===== config.mk =====
export PLATFORM = sky130hd
export DESIGN_NAME = norm_check_top
export DESIGN_NICKNAME = d
export VERILOG_FILES = /design/src/verilog/mldsa_norm_pkg.sv /design/src/verilog/norm_check.sv /design/src/verilog/norm_check_ctrl.sv /design/src/verilog/norm_check_top.sv
export SDC_FILE = /design/constraint.sdc
export NUM_CORES = 1
export LEC_CHECK = 0
export BUFFER_PORTS_ARGS = -buffer_cell sky130_fd_sc_hd__buf_2
export CORE_ASPECT_RATIO = 0.8
export CORE_MARGIN = 8
export CORE_UTILIZATION = 30
export DETAILED_ROUTE_END_ITERATION = 16
export PLACE_DENSITY = 0.5
export SYNTH_ARGS = -nofsm -noshare
export SYNTH_HDL_FRONTEND = slang
export SYNTH_SLANG_ARGS = --single-unit

===== constraint.sdc =====
create_clock -name clk -period 1.9 [get_ports clk]
set_input_delay 0.095 -clock clk [delete_from_list [all_inputs] [get_ports clk]]
set_output_delay 0.095 -clock clk [all_outputs]
set_load 0.01 [all_outputs]

===== src/verilog/mldsa_norm_pkg.sv =====
//############################################################################
// ML-DSA norm check constants and check bounds, the check mode and
// controller state enums, memory request structs and the APB register map
//############################################################################
`default_nettype none

package mldsa_norm_pkg;

    // Modulus, stored as a 23-bit value like the coefficients
    localparam logic [22:0] mldsa_q = 23'd8380417;
    localparam int mldsa_n = 256;

    // Each coefficient sits in a 24-bit slot and only the low 23 bits carry data
    localparam int reg_size = 24;
    localparam int coeff_width = 23;
    localparam int lanes = 4;
    localparam int lane_sel_width = $clog2(lanes);
    localparam int polys_words = mldsa_n / lanes;
    localparam int word_cnt_width = $clog2(polys_words);
    localparam logic [word_cnt_width-1:0] last_word_idx = word_cnt_width'(polys_words - 1);

    localparam int mem_depth = 256;
    localparam int mem_addr_width = 8;

    // Bounds for each mode, with beta = 120
    // gamma1 = 2^19 for z, gamma2 = (q-1)/32 for r0 and ct0
    localparam logic [coeff_width-1:0] bound_z = 23'd524168;
    localparam logic [coeff_width-1:0] bound_r0 = 23'd261768;
    localparam logic [coeff_width-1:0] bound_ct0 = 23'd261888;

    // Values above this one are negative once centered around zero
    localparam logic [coeff_width-1:0] half_q = (mldsa_q - 23'd1) >> 1;

    typedef enum logic [1:0] {
        chk_z   = 2'd0,
        chk_r0  = 2'd1,
        chk_ct0 = 2'd2
    } chk_norm_mode_t;

    typedef enum logic [1:0] {
        idle,
        read,
        drain
    } ctrl_state_t;

    // Read request from the controller into the coefficient memory
    typedef struct packed {
        logic                      rd_en;
        logic [mem_addr_width-1:0] addr;
    } mem_if_t;

    // Single-lane write from the APB window
    typedef struct packed {
        logic                      wr_en;
        logic [mem_addr_width-1:0] addr;
        logic [lane_sel_width-1:0] lane;
        logic [reg_size-1:0]       data;
    } mem_wr_t;

    // APB register map
    localparam int apb_addr_width = 13;
    localparam logic [apb_addr_width-1:0] ctrl_offset = 13'h000;
    localparam logic [apb_addr_width-1:0] base_offset = 13'h004;
    localparam logic [apb_addr_width-1:0] status_offset = 13'h008;
    localparam logic [apb_addr_width-1:0] coeff_window_base = 13'h1000;

endpackage

`default_nettype wire


===== src/verilog/norm_check.sv =====
//############################################################################
// Single coefficient norm check against the bound of the selected mode
//############################################################################
`default_nettype none

module norm_check (
    input  logic                                   enable,
    input  mldsa_norm_pkg::chk_norm_mode_t         mode,
    input  logic [mldsa_norm_pkg::coeff_width-1:0] opa,
    output logic                                   invalid
);

    logic [mldsa_norm_pkg::coeff_width-1:0] magnitude;
    logic [mldsa_norm_pkg::coeff_width-1:0] bound;

    // Centered magnitude, so q-x counts the same as x
    assign magnitude = (opa <= mldsa_norm_pkg::half_q) ? opa : (mldsa_norm_pkg::mldsa_q - opa);

    always_comb begin
        case (mode)
            mldsa_norm_pkg::chk_z:   bound = mldsa_norm_pkg::bound_z;
            mldsa_norm_pkg::chk_r0:  bound = mldsa_norm_pkg::bound_r0;
            mldsa_norm_pkg::chk_ct0: bound = mldsa_norm_pkg::bound_ct0;
            // Mode 3 is refused by the registers and never reaches here
            default:                 bound = mldsa_norm_pkg::bound_ct0;
        endcase
    end

    // A coefficient equal to the bound already fails
    assign invalid = enable & (magnitude >= bound);

endmodule

`default_nettype wire


===== src/verilog/norm_check_ctrl.sv =====
//############################################################################
// Norm check controller FSM that streams one polynomial's read requests
// from the base address and signals done after the pipeline drains
//############################################################################
`default_nettype none

module norm_check_ctrl (
    input  logic                                      clk,
    input  logic                                      reset_n,
    input  logic                                      zeroize,
    input  logic                                      start,
    input  logic [mldsa_norm_pkg::mem_addr_width-1:0] mem_base_addr,
    output mldsa_norm_pkg::mem_if_t                   mem_rd_req,
    output logic                                      check_enable,
    output logic                                      norm_check_done
);

    mldsa_norm_pkg::ctrl_state_t state;
    logic [mldsa_norm_pkg::word_cnt_width-1:0] word_cnt;
    logic last_word;

    assign last_word = (word_cnt == mldsa_norm_pkg::last_word_idx);

    always_ff @(posedge clk or negedge reset_n) begin
        if (!reset_n) begin
            state           <= mldsa_norm_pkg::idle;
            word_cnt        <= '0;
            norm_check_done <= 1'b0;
        end else if (zeroize) begin
            state           <= mldsa_norm_pkg::idle;
            word_cnt        <= '0;
            norm_check_done <= 1'b0;
        end else begin
            norm_check_done <= 1'b0;
            case (state)
                mldsa_norm_pkg::idle: begin
                    if (start) begin
                        state    <= mldsa_norm_pkg::read;
                        word_cnt <= '0;
                    end
                end
                mldsa_norm_pkg::read: begin
                    // Counter wraps back to zero after the last word
                    word_cnt <= word_cnt + 1'b1;
                    if (last_word) begin
                        state <= mldsa_norm_pkg::drain;
                    end
                end
                mldsa_norm_pkg::drain: begin
                    // Last word's data is being checked this cycle
                    // so its result sits in the accumulator when done shows
                    state           <= mldsa_norm_pkg::idle;
                    norm_check_done <= 1'b1;
                end
                default: begin
                    state <= mldsa_norm_pkg::idle;
                end
            endcase
        end
    end

    // One read per cycle in the read state, wrapping modulo the memory depth
    assign mem_rd_req.rd_en = (state == mldsa_norm_pkg::read);
    assign mem_rd_req.addr  = mem_base_addr + mldsa_norm_pkg::mem_addr_width'(word_cnt);

    // Lane enable leaves with the read strobe; the top lines it up with the data
    assign check_enable = mem_rd_req.rd_en;

endmodule

`default_nettype wire


===== src/verilog/norm_check_top.sv =====
//############################################################################
// Four parallel check lanes with enable alignment, the sticky invalid
// accumulator and the ready delay after done
//############################################################################
`default_nettype none

module norm_check_top (
    input  logic                                      clk,
    input  logic                                      reset_n,
    input  logic                                      zeroize,
    input  logic                                      start,
    input  mldsa_norm_pkg::chk_norm_mode_t            mode,
    input  logic [mldsa_norm_pkg::mem_addr_width-1:0] mem_base_addr,
    output mldsa_norm_pkg::mem_if_t                   mem_rd_req,
    input  logic [mldsa_norm_pkg::lanes*mldsa_norm_pkg::reg_size-1:0] mem_rd_data,
    output logic                                      invalid,
    output logic                                      norm_check_ready,
    output logic                                      norm_check_done
);

    logic check_enable;
    logic check_enable_q;
    logic [mldsa_norm_pkg::lanes-1:0] lane_invalid;

    norm_check_ctrl u_norm_check_ctrl (
        .clk             (clk),
        .reset_n         (reset_n),
        .zeroize         (zeroize),
        .start           (start),
        .mem_base_addr   (mem_base_addr),
        .mem_rd_req      (mem_rd_req),
        .check_enable    (check_enable),
        .norm_check_done (norm_check_done)
    );

    // Each lane takes the low 23 bits of its 24-bit slot
    for (genvar i = 0; i < mldsa_norm_pkg::lanes; i++) begin : g_lane
        norm_check u_norm_check (
            .enable  (check_enable_q),
            .mode    (mode),
            .opa     (mem_rd_data[i*mldsa_norm_pkg::reg_size +: mldsa_norm_pkg::coeff_width]),
            .invalid (lane_invalid[i])
        );
    end

    // The memory answers one cycle after the request, so the enable waits one cycle too
    // Ready trails done by a cycle so the registers have captured invalid first
    always_ff @(posedge clk or negedge reset_n) begin
        if (!reset_n) begin
            check_enable_q   <= 1'b0;
            norm_check_ready <= 1'b0;
        end else if (zeroize) begin
            check_enable_q   <= 1'b0;
            norm_check_ready <= 1'b0;
        end else begin
            check_enable_q   <= check_enable;
            norm_check_ready <= norm_check_done;
        end
    end

    // Any failing lane on any word makes the whole polynomial invalid
    // Clearing on done leaves the next check starting from zero
    always_ff @(posedge clk or negedge reset_n) begin
        if (!reset_n) begin
            invalid <= 1'b0;
        end else if (zeroize || norm_check_done) begin
            invalid <= 1'b0;
        end else begin
            invalid <= invalid | (|lane_invalid);
        end
    end

endmodule

`default_nettype wire


==> run summary <==
## Status
• finished, violations left — outcome
• negative setup slack — failing checks

## Logic synthesis
• 100.0% — fraction of synthesis flops using an asynchronous set or reset pin
• ha_1, dfrtp_1, xnor2_1 — largest cells by area after synthesis
• 485 — cell count after synthesis
• simple AND/OR/NAND/NOR gates — main combinational cell family by area after synthesis
• 10.45% — fraction of the mapped netlist area in adder cells
• 8.443% — xor and xnor area share after synthesis
• 0 — number of enable-type register cells in the synthesized netlist
• 27.70% — post-synthesis compound-gate area fraction
• 7.058 um^2 — Mean Syn Cell Area
• 9.868% — fraction of post-synthesis cell area in the top cell type by area
• 0 — warning count from the yosys run
• ha_1 — post-synthesis cell type with the largest combined area
• 38.16% — basic-gate share of the synthesized area counting and, or, nand and nor cells
• 1.243% — mux contribution to synthesized area
• 623 — net count after synthesis
• 72 — distinct cell type count of the synthesized netlist
• dfrtp_1 — most used flip-flop cell after synthesis
• 8.772% — register area share after synthesis
• 12 — flip-flop and latch count after synthesis
• 3423 um^2 — cell area after synthesis

## Hold path
• primary input to flip-flop — type of the worst min-delay path
• u_norm_check_ctrl.word_cnt[5]$_DFFE_PN0P_ — worst hold path endpoint
• start — launch instance of the worst min-delay path
• 2 — number of stages on the worst hold path

## Die
• 15110 um^2 — overall die area
• 111.5 um — height of the chip
• 35 — count of standard-cell rows
• 30.18% — effective utilization at floorplan
• 122 — number of top-level pins
• 135.4 um — die extent in x
• 11340 um^2 — Std-Cell Core Area

## Final layout
• 5949 um^2 — final standard cell area without fillers
• 1085 — fillcell total
• 0 — Antenna Diode Count
• buf_4, buf_2, nand2_1 — leading cell types in the layout, fill and taps excluded
• buf_4 — most common library cell in the layout ignoring fill and taps
• 47.95% — share of final-layout standard cells stronger than drive strength 1
• 3202 um^2 — combined area of the multi-input logic cells
• 73.79% — synthesis-to-finish area growth
• 52.45% — Finished Core Util
• 922 — Nets
• 300.3 um^2 — sequential cell area

## Worst setup path
• u_norm_check_ctrl.word_cnt[4]$_DFFE_PN0P_ — Reg2Reg Capture Point
• or4_4 — slowest library cell on the worst path
• 520 ps — maximum cell stage delay along the critical path
• 2820 ps — critical path arrival
• 6 — Max Fanout on Critical Path
• u_norm_check_ctrl.word_cnt[0]$_DFFE_PN0P_ — RR Startpoint
• flip-flop — sort of element at the end of the critical path
• primary input to flip-flop — Setup CP Type
• primary input — category of the worst setup path launch point
• or4_4 — Top cell by count, worst path
• 340 ps — Register-to-Register Setup Slack
• 2010 ps — required time of the critical path
• 6 — R2R depth
• buf_2 -> or4_4 -> or4_4 -> a31o_4 -> o31ai_4 -> xnor2_1 -> ha_1 -> o21a_1 -> a221o_1 -> a32oi_2 -> a31oi_1 — crit path cell chain

## Route
• 13.93 mm — Final Routed Wirelength
• 340 — DRC marker count from the first detailed-route iteration
• 14.98 um — mean routed wirelength per cell
• 0 — DRC Markers
• 0 — ANT nets after route
• 5.333 — average via count per standard cell
• 4960 — via count
• 5 — first-pass iteration count of the detailed router

## STA
• 0.3684 GHz — f_max
• 0 — max-slew violation count
• 142.9% — period utilisation layout
• -814.4 ps — worst setup margin
• 0 — final hold violation count
• -1086 ps — TNS Setup
• 5 — count of endpoints failing setup in the final report
• 0.9092 ps — largest clock skew in the final design
• 70.46% — slew margin rel.
• 439.8 ps — actual slew at the worst max-slew pin
• 2714 ps — Tmin final
• true — unrepaired setup endpoints after global routing

## Global route
• 0 — initial antenna violation count
• 22.58 mm — first-pass GRT wire length
• 0 — GRT overflow
• 17.39% — GRT Total Usage
• 13 — pin count of the biggest net entering global routing
• 4937 — number of global-route vias before repair

## CTS
• 2 — largest buffer count on any clock path
• 230 ps — later-pin clock latency in the skew report
• 3 — clock buffers created by TritonCTS
• 1 — H-tree depth
• clkbuf_16 — root buffer selected by CTS
• done — TritonCTS clock tree
• 40 ps — Clk pin slew, worst setup/hold paths
• 12 — number of sinks driven by the clock tree

## Pwr
• 205.7 uV — Max IR drop VDD
• 1.651 mW — Tot Pwr
• 277.5 nW/um^2 — power density over the cells
• 2.743 nW — leakage power

## Job
• 0 — maxcap violations

## Placement
• 5510 um^2 — placed instance area
• -1180 ps — setup slack at placement
• 117 — Port Buf Inserts
• 11.68 mm — estimated wirelength of the detail-placed design
• 0.8772 — final weighted congestion in routability-driven placement

[critical path, delay by kind of cell]
kind	cells	cell delay (ps)
buffers and inverters	1	100
adders and majority gates	1	270
xor gates and xnor gates	1	150
AOI/OAI and AO/OA	6	1160
and+or+nand+nor	2	1020
[kinds of logic (layout without fill, tap and decap cells)]
logic type / Yosys count / after routing
AOI/OAI and AO/OA: 137 / 137
xor gates and xnor gates: 33 / 33
adders and majority gates: 28 / 28
buffers and inverters: 46 / 343
DFF: 12 / 12
muxes: 4 / 4
and+or+nand+nor: 225 / 225
[flip-flops by register name, summed over array words and instances, names as in the netlist]
| signal | cells |
|---|---|
| u_norm_check_ctrl.word_cnt | 6 |
| u_norm_check_ctrl.state | 2 |
| check_enable_q | 1 |
| invalid | 1 |
| u_norm_check_ctrl.norm_check_done | 1 |
| norm_check_ready | 1 |
[report_power, final]
group / switching (mW) / internal (mW) / leakage [nW]
logic: 0.483 / 0.527 / 2.54
clock network: 0.0990 / 0.273 / 0.0370
registers: 0.00574 / 0.263 / 0.164
[routing by layer]
metal | up-vias | wire (um) | GRT usage, %
met5 | - | 0 | 0
met3 | 4 | 912 | 2.835
met1 | 2320 | 6729 | 24.30
met4 | 0 | 57 | 2.585
li1 | 2486 | - | -
met2 | 150 | 6227 | 27.71
[what timing repair did]
item / CTS / global route
buffers inserted: 8 / 4
cloned: 0 / 0
endpoints found under the hold margin: 12 / 0
resized for setup: 30 / 36
hold buffers: 1 / 0
pin swaps: 24 / 32
endpoints found under the setup margin: 5 / 6
[cell usage after synthesis (4+ instances only)]
master / n
nor2_1: 24
or4_1: 17
o21a_1: 4
o211ai_1: 5
nand4b_1: 6
a31oi_1: 8
dfrtp_1: 12
xor2_1: 7
nand2b_1: 9
nand3_1: 12
o31ai_1: 9
o41ai_1: 5
nor3_1: 26
nand2_1: 36
clkbuf_1: 16
o21bai_1: 5
ha_1: 27
a32oi_1: 4
a21oi_1: 29
inv_1: 27
or3_1: 15
nor3b_1: 6
nor4_1: 20
nor2b_1: 9
nand3b_1: 5
nand4_1: 11
a21o_1: 7
nor4b_1: 6
or2_2: 5
o21ai_0: 22
and3_1: 4
xnor2_1: 26
[layout make-up]
class / count / share of cell area [%]
tap: 148 / 3.113
clock buffer: 3 / 1.262
multi-input combinational: 427 / 53.82
sequential: 12 / 5.047
timing repair buffer: 313 / 35.06
inverter: 27 / 1.703
[metrics by stage]
step | hold WS, ps | std cells
after floorplan | -200.6 | 485
after global routing | 51.23 | 930
after CTS | 42.48 | 928
after detailed placement | -9.343 | 916
final | 44.94 | 930
after global placement | -7.501 | 916
[worst max-delay path by stage]
stage	start	end	slack [ps]	cells past startpoint
floorplan	mem_rd_data[6]	invalid$_DFF_PN0_	-1020	12
global placement	mem_rd_data[79]	invalid$_DFF_PN0_	-1110	11
detailed placement	mem_rd_data[79]	invalid$_DFF_PN0_	-1180	11
CTS	mem_rd_data[9]	invalid$_DFF_PN0_	-810	12
global route	mem_rd_data[5]	invalid$_DFF_PN0_	-870	11
finish	mem_rd_data[5]	invalid$_DFF_PN0_	-810	11
Power figures use the tool's default switching activity.
