File: src/verilog/mldsa_norm_pkg.sv
//############################################################################
// ML-DSA norm check constants and check bounds, the check mode and
// controller state enums, memory request structs and the APB register map
//############################################################################
`default_nettype none

package mldsa_norm_pkg;

    // Modulus, stored as a 23-bit value like the coefficients
    localparam logic [22:0] mldsa_q = 23'd8380417;
    localparam int mldsa_n = 256;

    // Each coefficient sits in a 24-bit slot and only the low 23 bits carry data
    localparam int reg_size = 24;
    localparam int coeff_width = 23;
    localparam int lanes = 4;
    localparam int lane_sel_width = $clog2(lanes);
    localparam int polys_words = mldsa_n / lanes;
    localparam int word_cnt_width = $clog2(polys_words);
    localparam logic [word_cnt_width-1:0] last_word_idx = word_cnt_width'(polys_words - 1);

    localparam int mem_depth = 256;
    localparam int mem_addr_width = 8;

    // Bounds for each mode, with beta = 120
    // gamma1 = 2^19 for z, gamma2 = (q-1)/32 for r0 and ct0
    localparam logic [coeff_width-1:0] bound_z = 23'd524168;
    localparam logic [coeff_width-1:0] bound_r0 = 23'd261768;
    localparam logic [coeff_width-1:0] bound_ct0 = 23'd261888;

    // Values above this one are negative once centered around zero
    localparam logic [coeff_width-1:0] half_q = (mldsa_q - 23'd1) >> 1;

    typedef enum logic [1:0] {
        chk_z   = 2'd0,
        chk_r0  = 2'd1,
        chk_ct0 = 2'd2
    } chk_norm_mode_t;

    typedef enum logic [1:0] {
        idle,
        read,
        drain
    } ctrl_state_t;

    // Read request from the controller into the coefficient memory
    typedef struct packed {
        logic                      rd_en;
        logic [mem_addr_width-1:0] addr;
    } mem_if_t;

    // Single-lane write from the APB window
    typedef struct packed {
        logic                      wr_en;
        logic [mem_addr_width-1:0] addr;
        logic [lane_sel_width-1:0] lane;
        logic [reg_size-1:0]       data;
    } mem_wr_t;

    // APB register map
    localparam int apb_addr_width = 13;
    localparam logic [apb_addr_width-1:0] ctrl_offset = 13'h000;
    localparam logic [apb_addr_width-1:0] base_offset = 13'h004;
    localparam logic [apb_addr_width-1:0] status_offset = 13'h008;
    localparam logic [apb_addr_width-1:0] coeff_window_base = 13'h1000;

endpackage

`default_nettype wire

File: src/verilog/norm_check_apb_regs.sv
//############################################################################
// APB slave with the control, base and status registers and the
// write-only coefficient window into the memory
//############################################################################
`default_nettype none

module norm_check_apb_regs (
    input  logic                                      clk,
    input  logic                                      reset_n,
    input  logic                                      psel,
    input  logic                                      penable,
    input  logic                                      pwrite,
    input  logic [mldsa_norm_pkg::apb_addr_width-1:0] paddr,
    input  logic [31:0]                               pwdata,
    output logic [31:0]                               prdata,
    output logic                                      pready,
    output logic                                      pslverr,
    input  logic                                      invalid,
    input  logic                                      norm_check_done,
    input  logic                                      norm_check_ready,
    output logic                                      start,
    output logic                                      zeroize,
    output mldsa_norm_pkg::chk_norm_mode_t            mode,
    output logic [mldsa_norm_pkg::mem_addr_width-1:0] mem_base_addr,
    output mldsa_norm_pkg::mem_wr_t                   mem_wr
);

    logic access;
    logic wr_access;
    logic sel_ctrl;
    logic sel_base;
    logic sel_status;
    logic sel_window;
    logic mode_bad;
    logic start_busy;
    logic ctrl_write_ok;
    logic start_req;
    logic zero_req;
    logic busy;
    logic done_sticky;
    logic invalid_q;

    // Every transfer completes in its access phase
    assign access    = psel & penable;
    assign wr_access = access & pwrite;
    assign pready    = 1'b1;

    assign sel_ctrl   = (paddr == mldsa_norm_pkg::ctrl_offset);
    assign sel_base   = (paddr == mldsa_norm_pkg::base_offset);
    assign sel_status = (paddr == mldsa_norm_pkg::status_offset);
    assign sel_window = (paddr >= mldsa_norm_pkg::coeff_window_base);

    // A refused CTRL write changes nothing, not even zeroize
    assign mode_bad      = (pwdata[3:2] == 2'd3);
    assign start_busy    = pwdata[0] & busy;
    assign ctrl_write_ok = wr_access & sel_ctrl & ~mode_bad & ~start_busy;
    assign zero_req      = ctrl_write_ok & pwdata[1];
    // Zeroize wins over a start in the same write
    assign start_req     = ctrl_write_ok & pwdata[0] & ~pwdata[1];

    assign pslverr = access & (~(sel_ctrl | sel_base | sel_status | sel_window)
                             | (pwrite & sel_ctrl & (mode_bad | start_busy)));

    // Start and zeroize leave as one-cycle pulses after the access phase
    // Mode and base stay frozen while a check runs
    always_ff @(posedge clk or negedge reset_n) begin
        if (!reset_n) begin
            start         <= 1'b0;
            zeroize       <= 1'b0;
            mode          <= mldsa_norm_pkg::chk_z;
            mem_base_addr <= '0;
        end else begin
            start   <= start_req;
            zeroize <= zero_req;
            if (ctrl_write_ok && !busy) begin
                mode <= mldsa_norm_pkg::chk_norm_mode_t'(pwdata[3:2]);
            end
            if (wr_access && sel_base && !busy) begin
                mem_base_addr <= pwdata[mldsa_norm_pkg::mem_addr_width-1:0];
            end
        end
    end

    // Status bits; busy rises with the start request and falls on ready
    always_ff @(posedge clk or negedge reset_n) begin
        if (!reset_n) begin
            busy        <= 1'b0;
            done_sticky <= 1'b0;
            invalid_q   <= 1'b0;
        end else if (zero_req) begin
            busy        <= 1'b0;
            done_sticky <= 1'b0;
            invalid_q   <= 1'b0;
        end else begin
            if (start_req) begin
                busy        <= 1'b1;
                done_sticky <= 1'b0;
            end
            // Invalid is only meaningful in the done cycle
            if (norm_check_done) begin
                done_sticky <= 1'b1;
                invalid_q   <= invalid;
            end
            if (norm_check_ready) begin
                busy <= 1'b0;
            end
        end
    end

    // Slot k maps to word k/4 and lane k mod 4
    assign mem_wr.wr_en = wr_access & sel_window;
    assign mem_wr.lane  = paddr[2 +: mldsa_norm_pkg::lane_sel_width];
    assign mem_wr.addr  = paddr[2 + mldsa_norm_pkg::lane_sel_width +: mldsa_norm_pkg::mem_addr_width];
    assign mem_wr.data  = pwdata[mldsa_norm_pkg::reg_size-1:0];

    // The window reads back as zero
    always_comb begin
        prdata = '0;
        if (sel_ctrl) begin
            prdata[3:2] = mode;
        end else if (sel_base) begin
            prdata[mldsa_norm_pkg::mem_addr_width-1:0] = mem_base_addr;
        end else if (sel_status) begin
            prdata[2:0] = {invalid_q, done_sticky, busy};
        end
    end

endmodule

`default_nettype wire

File: config.mk
export PLATFORM = sky130hd
export DESIGN_NAME = norm_check_apb_regs
export DESIGN_NICKNAME = d
export VERILOG_FILES = /design/src/verilog/mldsa_norm_pkg.sv /design/src/verilog/norm_check_apb_regs.sv
export SDC_FILE = /design/constraint.sdc
export NUM_CORES = 1
export LEC_CHECK = 0
export CORE_MARGIN = 5
export CORE_UTILIZATION = 45
export CTS_CLUSTER_SIZE = 14
export DETAILED_ROUTE_END_ITERATION = 16
export DONT_BUFFER_PORTS = 1
export GPL_ROUTABILITY_DRIVEN = 0
export GPL_TIMING_DRIVEN = 0
export PLACE_DENSITY_LB_ADDON = 0.1
export SLEW_MARGIN = 20
export SYNTH_ARGS = -nofsm -noshare
export SYNTH_HDL_FRONTEND = slang
export SYNTH_SLANG_ARGS = --single-unit
File: constraint.sdc
create_clock -name clk -period 5.4 [get_ports clk]
set_input_delay 0.27 -clock clk [delete_from_list [all_inputs] [get_ports clk]]
set_output_delay 0.27 -clock clk [all_outputs]
set_load 0.01 [all_outputs]
==> results of run 1 <==
[per-stage QoR]
step                util [%]  setup WS (ns)  std cells
finish                  52.7           3.47        195
global route            52.7           3.42        195
CTS                     52.7           3.48        195
detailed placement      51.3           3.21        190
global placement        51.3           3.22        190
floorplan                  -           3.57        159
[layout make-up]
cell class,count,area [um2]
Tap cell,31,38.8
Fill cell,273,1290
Inverter,4,15.0
Timing Repair Buffer,1,10.0
Clock buffer,3,22.5
Multi-Input combinational cell,79,518
Buffer,61,455
Clock inverter,1,5.00
Sequential cell,15,375
[report_power, final]
part | internal, mW | switching, mW | leakage (nW)
Clock | 0.0275 | 0.0349 | 0.0177
Sequential | 0.113 | 0.000414 | 0.202
Combinational | 0.0327 | 0.0314 | 0.564
[worst min-delay path by stage]
| stage | start | endpoint | slack, ns | depth (start not counted) |
|---|---|---|---|---|
| after floorplan | reset_n | busy | -0.03 | 0 |
| after global routing | pwdata[1] | start | 0.04 | 1 |
| after global placement | reset_n | mem_base_addr[7] | -0.03 | 0 |
| after CTS | norm_check_ready | busy | 0.04 | 1 |
| after detailed placement | reset_n | mem_base_addr[7] | -0.03 | 0 |
| final | norm_check_ready | busy | 0.04 | 1 |
[Yosys cell counts, drive strengths merged]
cell type	count
buf	61
dfrtp	15
mux2	10
nor2	8
nor3	7
and3	4
inv	4
nand3	4
a21oi	3
mux2i	3
a22oi	2
conb	2
nand2	2
nor4	2
a22o	1
a41oi	1
and4	1
nand4	1
nor2b	1
o32ai	1
o41ai	1
or3	1
or4	1
[worst reg2reg max path, cell delays in order, from the launching register on]
cell and delay (ns):
dfrtp_1 0.45, a22o_1 0.25, or3_1 0.38, or4_4 0.45
mux2_4 0.31
[state kept, by name, summed over array words and instances, names as in the netlist]
register and cells:
mem_base_addr 8, busy 1, mode 2, invalid_q 1, done_sticky 1, zeroize 1, start 1
[cells by family (layout without fill, tap and decap cells)]
family / after synthesis / after routing / share of synthesized area [%]
mux: 13 / 13 / 11.8
simple gates: 32 / 32 / 16.4
flops: 15 / 15 / 29.4
other cells: 2 / 25 / 0.588
compound gates: 9 / 9 / 5.09
buf+inv: 65 / 70 / 36.8
[metal layers]
layer  global-route usage [%]  wire, um  up-vias
li1                         -         -      434
met1                     15.7      1060      433
met2                     28.2      1760       67
met3                     5.51       450        4
met4                     3.90        22        0
met5                        0         0        -
==> results_dict.tcl, run 1 <==
set metrics [dict create \
    finalCriticalPeriod_ns 1.93 \
    grt_remaining_overflow 0 \
    required_ns 5.58 \
    max_freq_ghz 0.517 \
    ys_warn_count 0 \
    grt_setup_unrepaired "no" \
    cpPeakStageDelay_ns 0.45 \
    port_buffers 0 \
    drive_above_1_share_pct 48.8 \
    layout_common_cells "buf_4, conb_1, dfrtp_1" \
    syn_area_per_cell_um2 9.39 \
    drcViolationCount 0 \
    io_pins 134 \
    worstRegToRegCells 4 \
    grt_max_degree 16 \
    crit_arrival_ns 2.11 \
    finalMaxSlewViolations 0 \
    finalSetupViolations 0 \
    worst_pin_slew_ns 0.678 \
    worst_r2r_startpoint "busy" \
    initial_core_util_pct 46.7 \
    yosys-top-cells-area "buf_4, dfrtp_1, mux2_2" \
    synth_top_area_cell "buf_4" \
    drv_cap 0 \
    numCtsBuffers 3 \
    htree_num_levels 1 \
    area_growth_pct 12.7 \
    cp_slowest_cell "dfrtp_1" \
    cp_top_family "simple AND/OR/NAND/NOR gates" \
    hpwl_um 2890 \
    postRouteAntennaNets 0 \
    synth_cell_types 27 \
    via_per_inst 4.81 \
    root_buffer "clkbuf_4" \
    antenna_found_initial 0 \
    grt_pass1_vias 944 \
    ys_ff_latch 15 \
    crit_chain "a22o_1, or3_1, or4_4, mux2_4" \
    cts.sinks 15 \
    hp-class "input pin to register" \
    cts_resized 0 \
    synthCells 136 \
    critPathLaunch "busy" \
    coreArea_um2 2730 \
    cp_max_fo 5 \
    cp_num_buf_inv 0 \
    yosysTopAreaCellShare_pct 35.3 \
    skew_ns 0.0100 \
    fin_hold_ws_ns 0.0447 \
    fp.dieH_um 63.3 \
    power.density_nw_per_um2 167 \
    diodes 0 \
    fp.dieArea_um2 4000 \
    postCtsSetupBuffers 0 \
    post_dp_cell_area_um2 1400 \
    grt_pass1_wl_um 4930 \
    drt_iter0_drc 11 \
    final_common_cell "buf_4" \
    cp.depth 4 \
    reg2reg_slack_ns 3.47 \
    endpoint "mode[0]" \
    wirelength_um 3300 \
    dr.pass1.iters 4 \
    synth-seq-area-share_pct 29.4 \
    final_area_um2 1440 \
    clk_path_buf_depth 2 \
    fp.dieW_um 63.3 \
    end_kind "register" \
    ir_drop_mv 0.172 \
    worst-setup-path-type "register to register" \
    maxSlewHeadroom_pct 54.5 \
    status "finished clean" \
    p_total_mw 0.240 \
    period_share_pct 35.8 \
    rows 19 \
    cts_tree "built" \
    wl_per_cell_um 16.9 \
    clkTransAtPathRegs_ns 0.09 \
    hold_violations 0 \
    ctsHoldBuffers 1 \
    worstSkewPairLatency_ns 0.28 \
    nets 218 \
    via_count 938 \
    reg2reg_to "mode[0]" \
    synth_area_um2 1280 \
    crit_path_start_kind "register" \
    fin_tns_setup_ns 0 \
    power_leakage_nw 0.784 \
    grt_usage_pct 15.1 \
]
(Power assumes the default switching activity.)
==> run 2, diff against run 1 <==
==> constraint.sdc (replaced) <==
create_clock -name clk -period 1.9 [get_ports clk]
set_input_delay 0.095 -clock clk [delete_from_list [all_inputs] [get_ports clk]]
set_output_delay 0.095 -clock clk [all_outputs]
set_load 0.01 [all_outputs]
==> results_dict.tcl, run 2 (synthesis gave the netlist of run 1 again) <==
set metrics [dict create \
    finalCriticalPeriod_ns 1.86 \
    largest_reg_flops 8 \
    root_buffer "clkbuf_4" \
    final_common_cell "buf_4" \
    diodes 0 \
    fp.dieH_um 63.3 \
    coreArea_um2 2730 \
    rows 19 \
    via_count 986 \
    final_area_um2 1570 \
    maxSlewHeadroom_pct 53.8 \
    grt_setup_unrepaired "yes" \
    clkTransAtPathRegs_ns 0.09 \
    worstSkewPairLatency_ns 0.28 \
    worst_slack_ns 0.0375 \
    hold_violations 0 \
    grt_usage_pct 15.8 \
    wirelength_um 3440 \
    skew_ns 0.00985 \
    fp.dieW_um 63.3 \
    wl_per_cell_um 16.5 \
    status "finished clean" \
    cts_tree "built" \
    required_ns 2.08 \
    largest_register "mem_base_addr" \
    period_share_pct 98.0 \
    port_buffers 0 \
    grt_remaining_overflow 0 \
    fp.dieArea_um2 4000 \
    worst_pin_slew_ns 0.689 \
    drive_above_1_share_pct 45.8 \
    hp-class "input pin to register" \
    antenna_found_initial 0 \
    grt_pass1_wl_um 5180 \
    postRouteAntennaNets 0 \
    place_ws_ns -0.111 \
    worst-setup-path-type "register to register" \
    drv_cap 0 \
    nets 231 \
    via_per_inst 4.74 \
    grt_max_degree 16 \
    drt_iter0_drc 5 \
    ir_drop_mv 0.492 \
    finalSetupViolations 0 \
    cp_max_fo 3 \
    power.density_nw_per_um2 448 \
    cts_resized 0 \
    post_dp_cell_area_um2 1400 \
    crit_arrival_ns 2.04 \
    htree_num_levels 1 \
    hpwl_um 2890 \
    layout_common_cells "buf_4, conb_1, dfrtp_1" \
    end_kind "register" \
    numCtsBuffers 3 \
    min_path_cells 1 \
    worstRegToRegCells 4 \
    max_freq_ghz 0.537 \
    power_leakage_nw 0.842 \
    io_pins 134 \
    finalMaxSlewViolations 0 \
    top_regs "mem_base_addr: 8 flops, mode: 2 flops" \
    dr.pass1.iters 4 \
    clk_path_buf_depth 2 \
    drcViolationCount 0 \
    cts.sinks 15 \
    grt_pass1_vias 1018 \
    area_growth_pct 22.7 \
    crit_path_start_kind "register" \
    initial_core_util_pct 46.7 \
]
run 2: critical path, cell delays in order, from the launching register on:
cell and delay, ns:
dfrtp_1 0.39, a22o_1 0.23, or3_1 0.38, or4_4 0.45, mux2_4 0.31
run 2: layout make-up:
class | count | area (um2)
multi-input combinational | 79 | 518
timing repair buffer | 14 | 138
tap | 31 | 38.8
inverter | 4 | 15.0
clock inverter | 1 | 5.00
fill | 267 | 1170
buffer | 61 | 455
clock buffer | 3 | 22.5
sequential | 15 | 375
run 2: worst paths after layout:
| path | from | endpoint | slack, ns |
|---|---|---|---|
| worst max-delay path | busy | mode[1] | 0.04 |
| worst min-delay path | pwdata[1] | zeroize | 0.06 |
| worst max register to register | busy | mode[1] | 0.04 |
| worst min register to register | invalid_q | invalid_q | 0.54 |
| max in group asynchronous | reset_n | mem_base_addr[6] | 1.19 |
| min in group asynchronous | reset_n | mem_base_addr[0] | 0.27 |
run 2: metrics by stage:
| stage | setup TNS [ns] | utilization, % | cells | hold WS (ns) | power [mW] |
|---|---|---|---|---|---|
| floorplan | 0 | - | 159 | -0.201 | 0.489 |
| global placement | -0.872 | 51.3 | 190 | -0.200 | 0.501 |
| detailed placement | -0.841 | 51.3 | 190 | -0.200 | 0.501 |
| CTS | 0 | 57.3 | 208 | 0.0503 | 0.708 |
| global route | -0.0276 | 57.3 | 208 | 0.0548 | 0.739 |
| finish | 0 | 57.3 | 208 | 0.0586 | 0.703 |
run 2: what timing repair did:
action                                  4_1_cts  5_1_grt
endpoints found under the hold margin        29        0
pin swaps                                     0        0
hold buffers                                 13        0
setup buffers                                 1        0
endpoints found under the setup margin        2        3
run 2: power by group:
group | internal [mW] | total (mW) | leakage [nW] | switching (mW)
sequential | 0.321 | 0.322 | 0.202 | 0.00117
combinational | 0.108 | 0.202 | 0.622 | 0.0945
clock | 0.0782 | 0.178 | 0.0177 | 0.0997
run 2: routing by layer:
metal / GRT usage, % / wire length [um]
met5: 0 / 0
met4: 4.16 / 23
met3: 4.97 / 421
met2: 30.5 / 1890
met1: 16.2 / 1110
